[config.mk]
export PLATFORM = sky130hd
export DESIGN_NAME = chitchat_rx
export DESIGN_NICKNAME = d
export VERILOG_FILES = /design/src/rtl/chitchat_pkg.sv /design/src/rtl/chitchat_word_if.sv /design/src/rtl/cc_rx_aligner.sv /design/src/rtl/cc_crc16.sv /design/src/rtl/cc_rx_crc_check.sv /design/src/rtl/cc_rx_field_decoder.sv /design/src/rtl/cc_rx_link_monitor.sv /design/src/rtl/chitchat_rx.sv
export VERILOG_INCLUDE_DIRS = /design/src /design/src/rtl
export SDC_FILE = /design/constraint.sdc
export NUM_CORES = 1
export LEC_CHECK = 0
export ABC_AREA = 1
export BUFFER_PORTS_ARGS = -buffer_cell sky130_fd_sc_hd__buf_2
export CORE_AREA = 2 2 188 190
export CTS_BUF_LIST = sky130_fd_sc_hd__clkbuf_8 sky130_fd_sc_hd__clkbuf_16
export DETAILED_ROUTE_END_ITERATION = 6
export DIE_AREA = 0 0 190 192
export HOLD_SLACK_MARGIN = 0.02
export MAX_ROUTING_LAYER = met4
export SYNTH_ARGS = -nofsm -noshare
export SYNTH_HDL_FRONTEND = slang
export SYNTH_SLANG_ARGS = --single-unit
[constraint.sdc]
create_clock -name clk -period 5.7 [get_ports clk]
set_input_delay 0.285 -clock clk [delete_from_list [all_inputs] [get_ports clk]]
set_output_delay 0.285 -clock clk [all_outputs]
set_load 0.02 [all_outputs]
[src/rtl/chitchat_macros.svh]
// ChitChat receive constants
// Frame layout, comma byte, protocol id and link qualification limits
`ifndef CHITCHAT_MACROS_SVH
`define CHITCHAT_MACROS_SVH

// Words per frame, comma word through CRC word
`define CC_FRAME_WORDS 11

// Comma byte in the low byte of word 0
`define CC_COMMA 8'hBC

// Expected protocol category in word 0
`define CC_PROTOCOL_CAT 4'hA

// Clean frames in a row before valid is passed on
`define CC_LINK_UP_CNT 3

// Idle cycles after the last word index that mean loss of sync
`define CC_SYNC_TIMEOUT 15

`endif

[src/rtl/chitchat_pkg.sv]
// ChitChat receive types
// Link word, frame index, field and fault types shared by the receive blocks
package chitchat_pkg;

   // ----------------------------------------------------------------------
   // Link words
   // ----------------------------------------------------------------------

   // One transceiver word
   typedef logic [15:0] cc_word_t;

   // Word position in a frame
   // Saturates at 15 between frames
   typedef logic [3:0] cc_widx_t;

   // Rev id and data fields, two link words, high word first
   typedef logic [31:0] cc_word32_t;

   // ----------------------------------------------------------------------
   // Status
   // ----------------------------------------------------------------------

   // Fault vector
   // [0] wrong protocol category
   // [1] CRC fail
   // [2] wrong frame number
   typedef logic [2:0] cc_fault_t;

   // Running count of faulty frames, wraps
   typedef logic [15:0] cc_fault_cnt_t;

   // Aligner FSM
   // HUNT waits for a comma, IN_FRAME walks indices 0 to 10
   typedef enum logic {
      HUNT,
      IN_FRAME
   } cc_align_state_t;

endpackage

[src/rtl/chitchat_word_if.sv]
// ChitChat aligned word channel
// Carries framed words from the aligner to the CRC and field checkers
`timescale 1ns/1ps

interface chitchat_word_if;
   import chitchat_pkg::*;

   // Registered link word
   cc_word_t word;
   // Index of the word in its frame
   cc_widx_t widx;
   // Word belongs to a frame, indices 0 to 10
   logic     word_valid;
   // CRC word on the channel, last of the frame
   logic     frame_end;
   // Loss of sync level
   logic     los;

   // Aligner side
   modport src (
      output word,
      output widx,
      output word_valid,
      output frame_end,
      output los
   );

   // Checker side
   modport snk (
      input word,
      input widx,
      input word_valid,
      input frame_end,
      input los
   );

endinterface

[src/rtl/cc_rx_aligner.sv]
// ChitChat frame aligner
// Locks the word index to the comma word, flags frame end and loss of sync
`timescale 1ns/1ps
`include "chitchat_macros.svh"

module cc_rx_aligner (
   input  logic                   clk,
   input  logic                   arst_n,
   input  chitchat_pkg::cc_word_t gtx_d,
   input  logic                   gtx_k,
   chitchat_word_if.src           wif
);
   import chitchat_pkg::*;

   localparam cc_widx_t   LAST_IDX  = cc_widx_t'(`CC_FRAME_WORDS - 1);
   localparam cc_widx_t   IDX_SAT   = '1;
   localparam logic [4:0] TMO_LIMIT = 5'(`CC_SYNC_TIMEOUT);

   cc_align_state_t state;
   cc_align_state_t state_nxt;
   cc_widx_t        idx_nxt;
   logic            comma;
   logic            last_nxt;
   logic [4:0]      tmo_cnt;

   // Comma word is K with the comma byte low
   assign comma = gtx_k && (gtx_d[7:0] == `CC_COMMA);

   // ----------------------------------------------------------------------
   // Word counter and FSM
   // ----------------------------------------------------------------------
   always_comb begin
      state_nxt = state;
      idx_nxt   = wif.widx;
      if (comma) begin
         // Every comma restarts the frame
         state_nxt = IN_FRAME;
         idx_nxt   = '0;
      end else begin
         // Count on, hold at saturation between frames
         if (wif.widx != IDX_SAT)
            idx_nxt = wif.widx + 1'b1;
         // Frame over once the CRC word has gone by
         if ((state == IN_FRAME) && (wif.widx == LAST_IDX))
            state_nxt = HUNT;
      end
   end

   // Next word is the CRC word of a frame
   assign last_nxt = (state_nxt == IN_FRAME) && (idx_nxt == LAST_IDX);

   always_ff @(posedge clk or negedge arst_n) begin
      if (!arst_n) begin
         state         <= HUNT;
         wif.widx      <= IDX_SAT;
         wif.frame_end <= 1'b0;
         wif.los       <= 1'b0;
         tmo_cnt       <= '0;
      end else begin
         state         <= state_nxt;
         wif.widx      <= idx_nxt;
         wif.frame_end <= last_nxt;
         // Idle cycles since the last in-frame word
         if (state_nxt == IN_FRAME)
            tmo_cnt <= '0;
         else if (tmo_cnt != TMO_LIMIT)
            tmo_cnt <= tmo_cnt + 1'b1;
         // Sync comes back only with a whole frame
         if (last_nxt)
            wif.los <= 1'b0;
         else if ((state_nxt == HUNT) && (tmo_cnt == TMO_LIMIT - 1'b1))
            wif.los <= 1'b1;
      end
   end

   assign wif.word_valid = (state == IN_FRAME);

   // Data path register
   always_ff @(posedge clk) begin
      wif.word <= gtx_d;
   end

   // Transmitter never cuts a frame short with a new comma
   a_no_comma_mid_frame : assert property (
      @(posedge clk) disable iff (!arst_n)
      comma |-> !((state == IN_FRAME) && (wif.widx != LAST_IDX))
   );

endmodule

[src/rtl/cc_crc16.sv]
// CRC-16 engine, polynomial x^16+x^12+x^5+1
// Folds one word per enabled clock, MSB first, zero seed, no final XOR
`timescale 1ns/1ps

module cc_crc16 (
   input  logic                   clk,
   input  logic                   arst_n,
   input  chitchat_pkg::cc_word_t din,
   input  logic                   en,
   input  logic                   restart,
   output chitchat_pkg::cc_word_t crc
);
   import chitchat_pkg::*;

   localparam cc_word_t POLY = 16'h1021;

   cc_word_t seed;
   cc_word_t crc_nxt;

   // Shift one word through the LFSR, MSB first
   function automatic cc_word_t crc_word(input cc_word_t c_in, input cc_word_t d);
      cc_word_t c;
      logic     fb;
      c = c_in;
      for (int i = 15; i >= 0; i--) begin
         fb = c[15] ^ d[i];
         c  = {c[14:0], 1'b0};
         if (fb)
            c = c ^ POLY;
      end
      return c;
   endfunction

   // Restart seeds zero under the incoming word
   assign seed    = restart ? '0 : crc;
   assign crc_nxt = crc_word(seed, din);

   always_ff @(posedge clk or negedge arst_n) begin
      if (!arst_n)
         crc <= '0;
      else if (en)
         crc <= crc_nxt;
   end

endmodule

[src/rtl/cc_rx_crc_check.sv]
// ChitChat CRC checker
// Runs the CRC over every frame and reports a zero residual after the CRC word
`timescale 1ns/1ps

module cc_rx_crc_check (
   input  logic         clk,
   input  logic         arst_n,
   chitchat_word_if.snk wif,
   output logic         crc_ok,
   output logic         crc_done
);
   import chitchat_pkg::*;

   cc_word_t residual;
   logic     first_word;

   // Word 0 restarts the engine
   assign first_word = wif.word_valid && (wif.widx == '0);

   // Words 0 to 10, CRC word included
   cc_crc16 i_crc16 (
      .clk     (clk),
      .arst_n  (arst_n),
      .din     (wif.word),
      .en      (wif.word_valid),
      .restart (first_word),
      .crc     (residual)
   );

   // CRC word folds in on the frame end cycle
   // Result is ready one clock later
   always_ff @(posedge clk or negedge arst_n) begin
      if (!arst_n)
         crc_done <= 1'b0;
      else
         crc_done <= wif.frame_end;
   end

   // Good frame leaves a zero residual
   // Held until word 0 of the next frame
   assign crc_ok = (residual == '0);

endmodule

[src/rtl/cc_rx_field_decoder.sv]
// ChitChat field decoder
// Unpacks the frame fields, checks protocol category and frame sequence
`timescale 1ns/1ps
`include "chitchat_macros.svh"

module cc_rx_field_decoder (
   input  logic                     clk,
   input  logic                     arst_n,
   chitchat_word_if.snk             wif,
   input  chitchat_pkg::cc_fault_t  prev_fault,
   output logic [3:0]               protocol_ver,
   output logic [2:0]               gateware_type,
   output logic [2:0]               location,
   output chitchat_pkg::cc_word32_t rev_id,
   output chitchat_pkg::cc_word32_t data0,
   output chitchat_pkg::cc_word32_t data1,
   output chitchat_pkg::cc_word_t   frame_counter,
   output chitchat_pkg::cc_word_t   loopback_frame_counter,
   output logic                     prot_bad,
   output logic                     seq_bad,
   output logic                     fields_done
);
   import chitchat_pkg::*;

   localparam cc_widx_t LAST_IDX = cc_widx_t'(`CC_FRAME_WORDS - 1);

   // Staging copies filled by index and published at frame end
   logic [3:0] cat_s;
   logic [3:0] ver_s;
   logic [2:0] gw_s;
   logic [2:0] loc_s;
   cc_word32_t rev_s;
   cc_word32_t d0_s;
   cc_word32_t d1_s;
   cc_word_t   fc_s;
   cc_word_t   lfc_s;

   logic       have_prev;
   logic       seq_skip;
   cc_word_t   fc_expect;

   // ----------------------------------------------------------------------
   // Capture by word index
   // ----------------------------------------------------------------------
   always_ff @(posedge clk) begin
      if (wif.word_valid) begin
         case (wif.widx)
            // Category, version, comma byte
            4'd0: begin
               cat_s <= wif.word[15:12];
               ver_s <= wif.word[11:8];
            end
            // Gateware type and location with the reserved bits ignored
            4'd1: begin
               gw_s  <= wif.word[15:13];
               loc_s <= wif.word[12:10];
            end
            // 32-bit fields with the high word first
            4'd2: rev_s[31:16] <= wif.word;
            4'd3: rev_s[15:0]  <= wif.word;
            4'd4: d0_s[31:16]  <= wif.word;
            4'd5: d0_s[15:0]   <= wif.word;
            4'd6: d1_s[31:16]  <= wif.word;
            4'd7: d1_s[15:0]   <= wif.word;
            4'd8: fc_s         <= wif.word;
            4'd9: lfc_s        <= wif.word;
            // CRC word stays with the CRC checker
            default: ;
         endcase
      end
   end

   // Published set stays stable across the next frame's first words
   always_ff @(posedge clk) begin
      if (wif.frame_end) begin
         protocol_ver           <= ver_s;
         gateware_type          <= gw_s;
         location               <= loc_s;
         rev_id                 <= rev_s;
         data0                  <= d0_s;
         data1                  <= d1_s;
         frame_counter          <= fc_s;
         loopback_frame_counter <= lfc_s;
      end
   end

   // ----------------------------------------------------------------------
   // Protocol and sequence checks
   // ----------------------------------------------------------------------
   // Previous published counter plus one
   assign fc_expect = frame_counter + 1'b1;
   // No reference after reset, loss of sync or a faulty frame
   assign seq_skip  = !have_prev || (prev_fault != '0);

   always_ff @(posedge clk or negedge arst_n) begin
      if (!arst_n) begin
         fields_done <= 1'b0;
         prot_bad    <= 1'b0;
         seq_bad     <= 1'b0;
         have_prev   <= 1'b0;
      end else begin
         fields_done <= wif.frame_end;
         if (wif.frame_end) begin
            prot_bad  <= (cat_s != `CC_PROTOCOL_CAT);
            seq_bad   <= !seq_skip && (fc_s != fc_expect);
            have_prev <= 1'b1;
         end else if (wif.los) begin
            have_prev <= 1'b0;
         end
      end
   end

   // Results come one clock after the in-frame CRC word at the last index
   a_fields_after_end : assert property (
      @(posedge clk) disable iff (!arst_n)
      fields_done |-> $past(wif.frame_end && wif.word_valid && (wif.widx == LAST_IDX))
   );

endmodule

[src/rtl/cc_rx_link_monitor.sv]
// ChitChat link monitor
// Merges checker results into fault status, fault count, drop and qualified valid
`timescale 1ns/1ps
`include "chitchat_macros.svh"

module cc_rx_link_monitor (
   input  logic                        clk,
   input  logic                        arst_n,
   input  logic                        crc_ok,
   input  logic                        crc_done,
   input  logic                        prot_bad,
   input  logic                        seq_bad,
   input  logic                        fields_done,
   input  logic                        los,
   output chitchat_pkg::cc_fault_t     fault,
   output chitchat_pkg::cc_fault_cnt_t fault_cnt,
   output logic                        frame_drop,
   output logic                        valid
);
   import chitchat_pkg::*;

   localparam logic [3:0] LINK_UP = 4'(`CC_LINK_UP_CNT);

   cc_fault_t  faults;
   logic       result;
   logic       link_up;
   logic [3:0] link_cnt;

   // Bit order: sequence, CRC, protocol
   assign faults  = {seq_bad, ~crc_ok, prot_bad};
   // Both checkers report together
   assign result  = crc_done && fields_done;
   // Enough clean frames seen in a row
   assign link_up = (link_cnt == LINK_UP);

   // ----------------------------------------------------------------------
   // Frame result handling
   // ----------------------------------------------------------------------
   always_ff @(posedge clk or negedge arst_n) begin
      if (!arst_n) begin
         fault      <= '0;
         fault_cnt  <= '0;
         frame_drop <= 1'b0;
         valid      <= 1'b0;
         link_cnt   <= '0;
      end else begin
         // Single cycle strobes
         frame_drop <= 1'b0;
         valid      <= 1'b0;
         if (result) begin
            if (faults != '0) begin
               // Latch the fault and requalify from scratch
               fault      <= faults;
               fault_cnt  <= fault_cnt + 1'b1;
               link_cnt   <= '0;
               frame_drop <= 1'b1;
            end else begin
               fault      <= '0;
               valid      <= link_up;
               // Clean but still qualifying, dropped
               frame_drop <= !link_up;
               if (!link_up)
                  link_cnt <= link_cnt + 1'b1;
            end
         end
         // Loss of sync restarts qualification
         if (los)
            link_cnt <= '0;
      end
   end

   // CRC and field checkers stay in lock step
   a_results_aligned : assert property (
      @(posedge clk) disable iff (!arst_n)
      (crc_done || fields_done) |-> (crc_done && fields_done)
   );

endmodule

[src/rtl/chitchat_rx.sv]
// ChitChat receive top level
// Aligns the transceiver stream, checks CRC and fields, reports link status
`timescale 1ns/1ps

module chitchat_rx (
   input  logic                        clk,
   input  logic                        arst_n,
   input  chitchat_pkg::cc_word_t      gtx_d,
   input  logic                        gtx_k,
   output chitchat_pkg::cc_fault_t     ccrx_fault,
   output chitchat_pkg::cc_fault_cnt_t ccrx_fault_cnt,
   output logic                        ccrx_los,
   output logic                        ccrx_frame_drop,
   output logic                        rx_valid,
   output logic [3:0]                  rx_protocol_ver,
   output logic [2:0]                  rx_gateware_type,
   output logic [2:0]                  rx_location,
   output chitchat_pkg::cc_word32_t    rx_rev_id,
   output chitchat_pkg::cc_word32_t    rx_data0,
   output chitchat_pkg::cc_word32_t    rx_data1,
   output chitchat_pkg::cc_word_t      rx_frame_counter,
   output chitchat_pkg::cc_word_t      rx_loopback_frame_counter
);

   // Checker results into the monitor
   logic crc_ok;
   logic crc_done;
   logic prot_bad;
   logic seq_bad;
   logic fields_done;

   // Aligned word channel
   chitchat_word_if wif ();

   cc_rx_aligner i_aligner (
      .clk    (clk),
      .arst_n (arst_n),
      .gtx_d  (gtx_d),
      .gtx_k  (gtx_k),
      .wif    (wif.src)
   );

   cc_rx_crc_check i_crc_check (
      .clk      (clk),
      .arst_n   (arst_n),
      .wif      (wif.snk),
      .crc_ok   (crc_ok),
      .crc_done (crc_done)
   );

   // Fault status feeds back to gate the sequence check
   cc_rx_field_decoder i_field_decoder (
      .clk                    (clk),
      .arst_n                 (arst_n),
      .wif                    (wif.snk),
      .prev_fault             (ccrx_fault),
      .protocol_ver           (rx_protocol_ver),
      .gateware_type          (rx_gateware_type),
      .location               (rx_location),
      .rev_id                 (rx_rev_id),
      .data0                  (rx_data0),
      .data1                  (rx_data1),
      .frame_counter          (rx_frame_counter),
      .loopback_frame_counter (rx_loopback_frame_counter),
      .prot_bad               (prot_bad),
      .seq_bad                (seq_bad),
      .fields_done            (fields_done)
   );

   cc_rx_link_monitor i_link_monitor (
      .clk         (clk),
      .arst_n      (arst_n),
      .crc_ok      (crc_ok),
      .crc_done    (crc_done),
      .prot_bad    (prot_bad),
      .seq_bad     (seq_bad),
      .fields_done (fields_done),
      .los         (wif.los),
      .fault       (ccrx_fault),
      .fault_cnt   (ccrx_fault_cnt),
      .frame_drop  (ccrx_frame_drop),
      .valid       (rx_valid)
   );

   // Loss of sync straight from the aligner
   assign ccrx_los = wif.los;

endmodule

==> run summary <==
The run finished with clean final reports. Post-CTS timing repair inserted 0 buffers for setup. The largest net degree at the start of global routing came out at 63. STA classifies the critical path endpoint as a flip-flop.

The number of nets in the layout is 1,154. The sum of negative setup slack came out at 0 ns. By instance count, the cell type seen most on the critical path is sky130_fd_sc_hd__nand2_2. Synthesis produced a netlist whose cell count is 890. The slowest library cell on the worst path is sky130_fd_sc_hd__dfrtp_1. The number of H-tree levels came out at 2.

The number of hold violations in the final report was 0. The total number of yosys warnings is 0. After layout, the worst setup slack is 3.03 ns. The number of buffers between clock root and the deepest sink is 3. Clock tree synthesis selected as its root buffer the cell sky130_fd_sc_hd__clkbuf_16. The number of iterations in the first detailed-routing pass is 6.

Detailed placement ended at an HPWL of 17,000 um. The upper clock frequency limit came out at 374 MHz. By startpoint and endpoint, the worst setup path is classified as flip-flop to flip-flop. The headroom to the max-slew limit came out at 0.206. TritonCTS built the clock tree. The via count of the routed design is 7,287. The number of antenna diodes in the final layout is 0. Clock tree synthesis inserted a total of 37 buffers. The number of antenna violations at the first check in global routing came out at 0. The combinational family with the most area after synthesis is simple AND/OR/NAND/NOR gates. The first global-routing pass estimated 39,000 um of wire. The ratio of routed vias to standard cells is 4.53. The area of the core region came out at 34,300 um2. Setup repair after global routing left no endpoint under its margin.

In the final layout, the share of cells above drive strength 1 is 0.258. The critical path goes through nand2_1, inv_2, nand2_4, nand2_1, xor2_1, nand2_1, nand2_2, nand2_2, nand2_2, nand2_2, nand2_2, nor2_2, o21bai_1. The filler cell count in the final layout is 3,037. The routability congestion estimate from global placement came out at 0.826.

The synthesized design spends more area on one cell type than any other, namely sky130_fd_sc_hd__edfxtp_1. The area fraction in compound gates after synthesis was 0.0158. Including well taps, the total number of placed cells is 1,524. For this design, the sink count on the clock tree is 353.

The multi-input combinational cell area came out at 2380 um2. The number of buffers and inverters on the critical path came out at 1. The worst setup path is launched from a flip-flop. The number of max-cap violations is 0. The sequential cells in the finished layout cover a total of 10,200 um2. IR analysis of the VDD net gives a maximum drop of 0.231 mV. The starting density of the core came out at 0.376.

The shortest clock period the worst path allows after layout came out at 2.67 ns. The most used flip-flop cell after synthesis is sky130_fd_sc_hd__edfxtp_1. Summed over all layers, the routed wires come to 26,100 um. The source-to-sink clock delay at the later pin of the worst-skew pair came out at 0.53 ns. The post-cts repair resize count came out at 0. For this block, the initial DRC count from the detailed router was 402. The synthesized area per cell came out at 14.5 um2. The transition at the pin with the smallest max-transition slack is 1.19 ns. The DRC violation count after routing came out at 0.

The post-synthesis instance area is 12,900 um2. After floorplanning, the core was divided into 68 placement rows. Input and output buffers added on the ports amount to 178. The via count of the first global-routing pass is 6,969. The I/O pin total came out at 179. The die covers 36,500 um2. Of the total synthesized cell area, the portion taken by full adders, half adders and majority gates is 0.00970. The top-area cell type share of the netlist area came out at 0.652. In the global route stage, overall resource usage came out at 0.145.

The simple logic cell fraction of the synthesized area came out at 0.118. Of the total synthesized cell area, the portion taken by XOR and XNOR cells is 0.0384. The mux share of post-synthesis cell area is 0.000776. The count of flip-flops with a built-in enable after synthesis came out at 280.

Summed over all layers, the global routing overflow is 0. The area growth from synthesis to layout is 22.6%. The worst endpoint required time came out at 6.08 ns. The count of state elements after synthesis came out at 353. The worst clock skew is 0.0148 ns. The kind of cell with the highest combined delay on the critical path is simple AND/OR/NAND/NOR gates. The maximum fanout along the worst path came out at 24. The distinct cell type count of the synthesized netlist is 39. The number of slew-limit violations in the final report came out at 0. The total power density per cell area came out at 428 nW/um2.

The clock slew at the register clock pins of the worst setup and hold paths is 0.06 ns. Prior to clock tree synthesis, the placed netlist has a worst setup slack of 3.03 ns. The part of the cycle the worst path needs is 0.469. Dividing the detail-routed wire length by the instance count gives 16.2 um. The number of hold buffers added after CTS was 17. The stage delay of the slowest cell on the critical path is 0.80 ns.

The setup-violating endpoint count in the final report came out at 0. The min-delay analysis places its worst path in the category primary input to flip-flop. The die extent in x came out at 190 um.

The share of the Yosys chip area taken by registers is 0.788. For this design the static power due to leakage is 6.33 nW. After synthesis, the share of flip-flops with an asynchronous set or reset is 0.161. The final instance count without filler cells is 1,609. The post-detailed-route count of antenna-violating nets came out at 0. The synthesized net count is 919. The data arrival time of the worst path came out at 3.05 ns. The vertical extent of the die came out at 192 um. After synthesis, the cell types taking the most area are sky130_fd_sc_hd__edfxtp_1, sky130_fd_sc_hd__dfrtp_1, sky130_fd_sc_hd__nand2_1.
kinds of logic (layout without fill, tap and decap cells):
logic type,after synthesis,in the layout
muxes,1,1
xor gates and xnor gates,54,54
adders and majority gates,10,10
AOI/OAI and AO/OA,38,38
and+or+nand+nor,337,337
buffers and inverters,97,361
DFF,353,353
cell usage after synthesis (all sizes together) (10+ instances only):
cell	instances
edfxtp	280
nand2	188
inv	90
nor2	65
dfrtp	53
nand3	44
xor2	36
o21ai	30
xnor2	18
dfxtp	16
nor3	15
ha	10
sequential cells by signal (all words and copies together), names as in the netlist, 32 cells and up:
| signal | cells |
|---|---|
| i_field_decoder.rev_s | 32 |
| i_field_decoder.data1 | 32 |
| i_field_decoder.d1_s | 32 |
| i_field_decoder.data0 | 32 |
| i_field_decoder.rev_id | 32 |
| i_field_decoder.d0_s | 32 |
layout by cell type, fill, tap and decap left out, drive strengths merged:
master       synthesis  routed
a21oi                4       4
a31oi                1       1
a41oi                1       1
and3                 1       1
buf                  4     186
bufinv               0       4
clkbuf               3      41
clkinv               0       9
clkinvlp             0       4
dfrtp               53      53
dfstp                4       4
dfxtp               16      16
dlygate4sd3          0      17
edfxtp             280     280
ha                  10      10
inv                 90     100
mux2i                1       1
nand2              188     188
nand3               44      44
nand3b               8       8
nand4                9       9
nor2                65      65
nor3                15      15
nor3b                1       1
nor4                 3       3
o21ai               30      30
o21bai               2       2
or2                  3       3
xnor2               18      18
xor2                36      36
metal layers:
metal / track usage / vias to the layer above / share of wire
li1: - / 3521 / -
met1: 0.179 / 3528 / 0.43
met2: 0.244 / 202 / 0.50
met3: 0.0274 / 36 / 0.052
met4: 0.0453 / 0 / 0.020
met5: - / - / 0
cell type report:
cell class | count | area share
sequential | 353 | 0.643
multi-input combinational | 440 | 0.150
timing repair buffer | 203 | 0.0709
clock buffer | 41 | 0.0620
tap | 455 | 0.0360
inverter | 90 | 0.0214
clock inverter | 27 | 0.0164
per-stage QoR:
| stage | area (um2) | power [mW] | hold WS, ns | utilization |
|---|---|---|---|---|
| finish | 15800 | 6.76 | 0.296 | 0.461 |
| global route | 15800 | 7.12 | 0.329 | 0.461 |
| CTS | 15800 | 6.84 | 0.291 | 0.461 |
| detailed placement | 14400 | 4.41 | 0.390 | 0.420 |
| global placement | 14400 | 4.40 | 0.388 | 0.420 |
| floorplan | 12900 | 4.09 | -0.0106 | - |
worst paths after layout:
check	to	depth (start not counted)	slack [ns]	start
max	i_crc_check.i_crc16.crc[2]	13	3.03	i_aligner.wif.word_valid
min	i_aligner.wif.widx[0]	4	0.30	gtx_k
max reg2reg	i_crc_check.i_crc16.crc[2]	13	3.03	i_aligner.wif.word_valid
min reg2reg	i_field_decoder.data0[31]	0	0.41	i_field_decoder.d0_s[31]
max in group asynchronous	i_aligner.wif.frame_end	3	4.68	arst_n
min in group asynchronous	i_link_monitor.frame_drop	3	0.44	arst_n
power breakdown:
group	switching (mW)	internal, mW
Clock	0.967	1.43
Sequential	0.186	3.00
Combinational	0.770	0.404
Total	1.92	4.84
worst min-delay path: cells and delay by family:
family | cells | cell delay, ns
buf+inv | 2 | 0.13
simple gates | 2 | 0.35
Power figures use the tool's default switching activity.
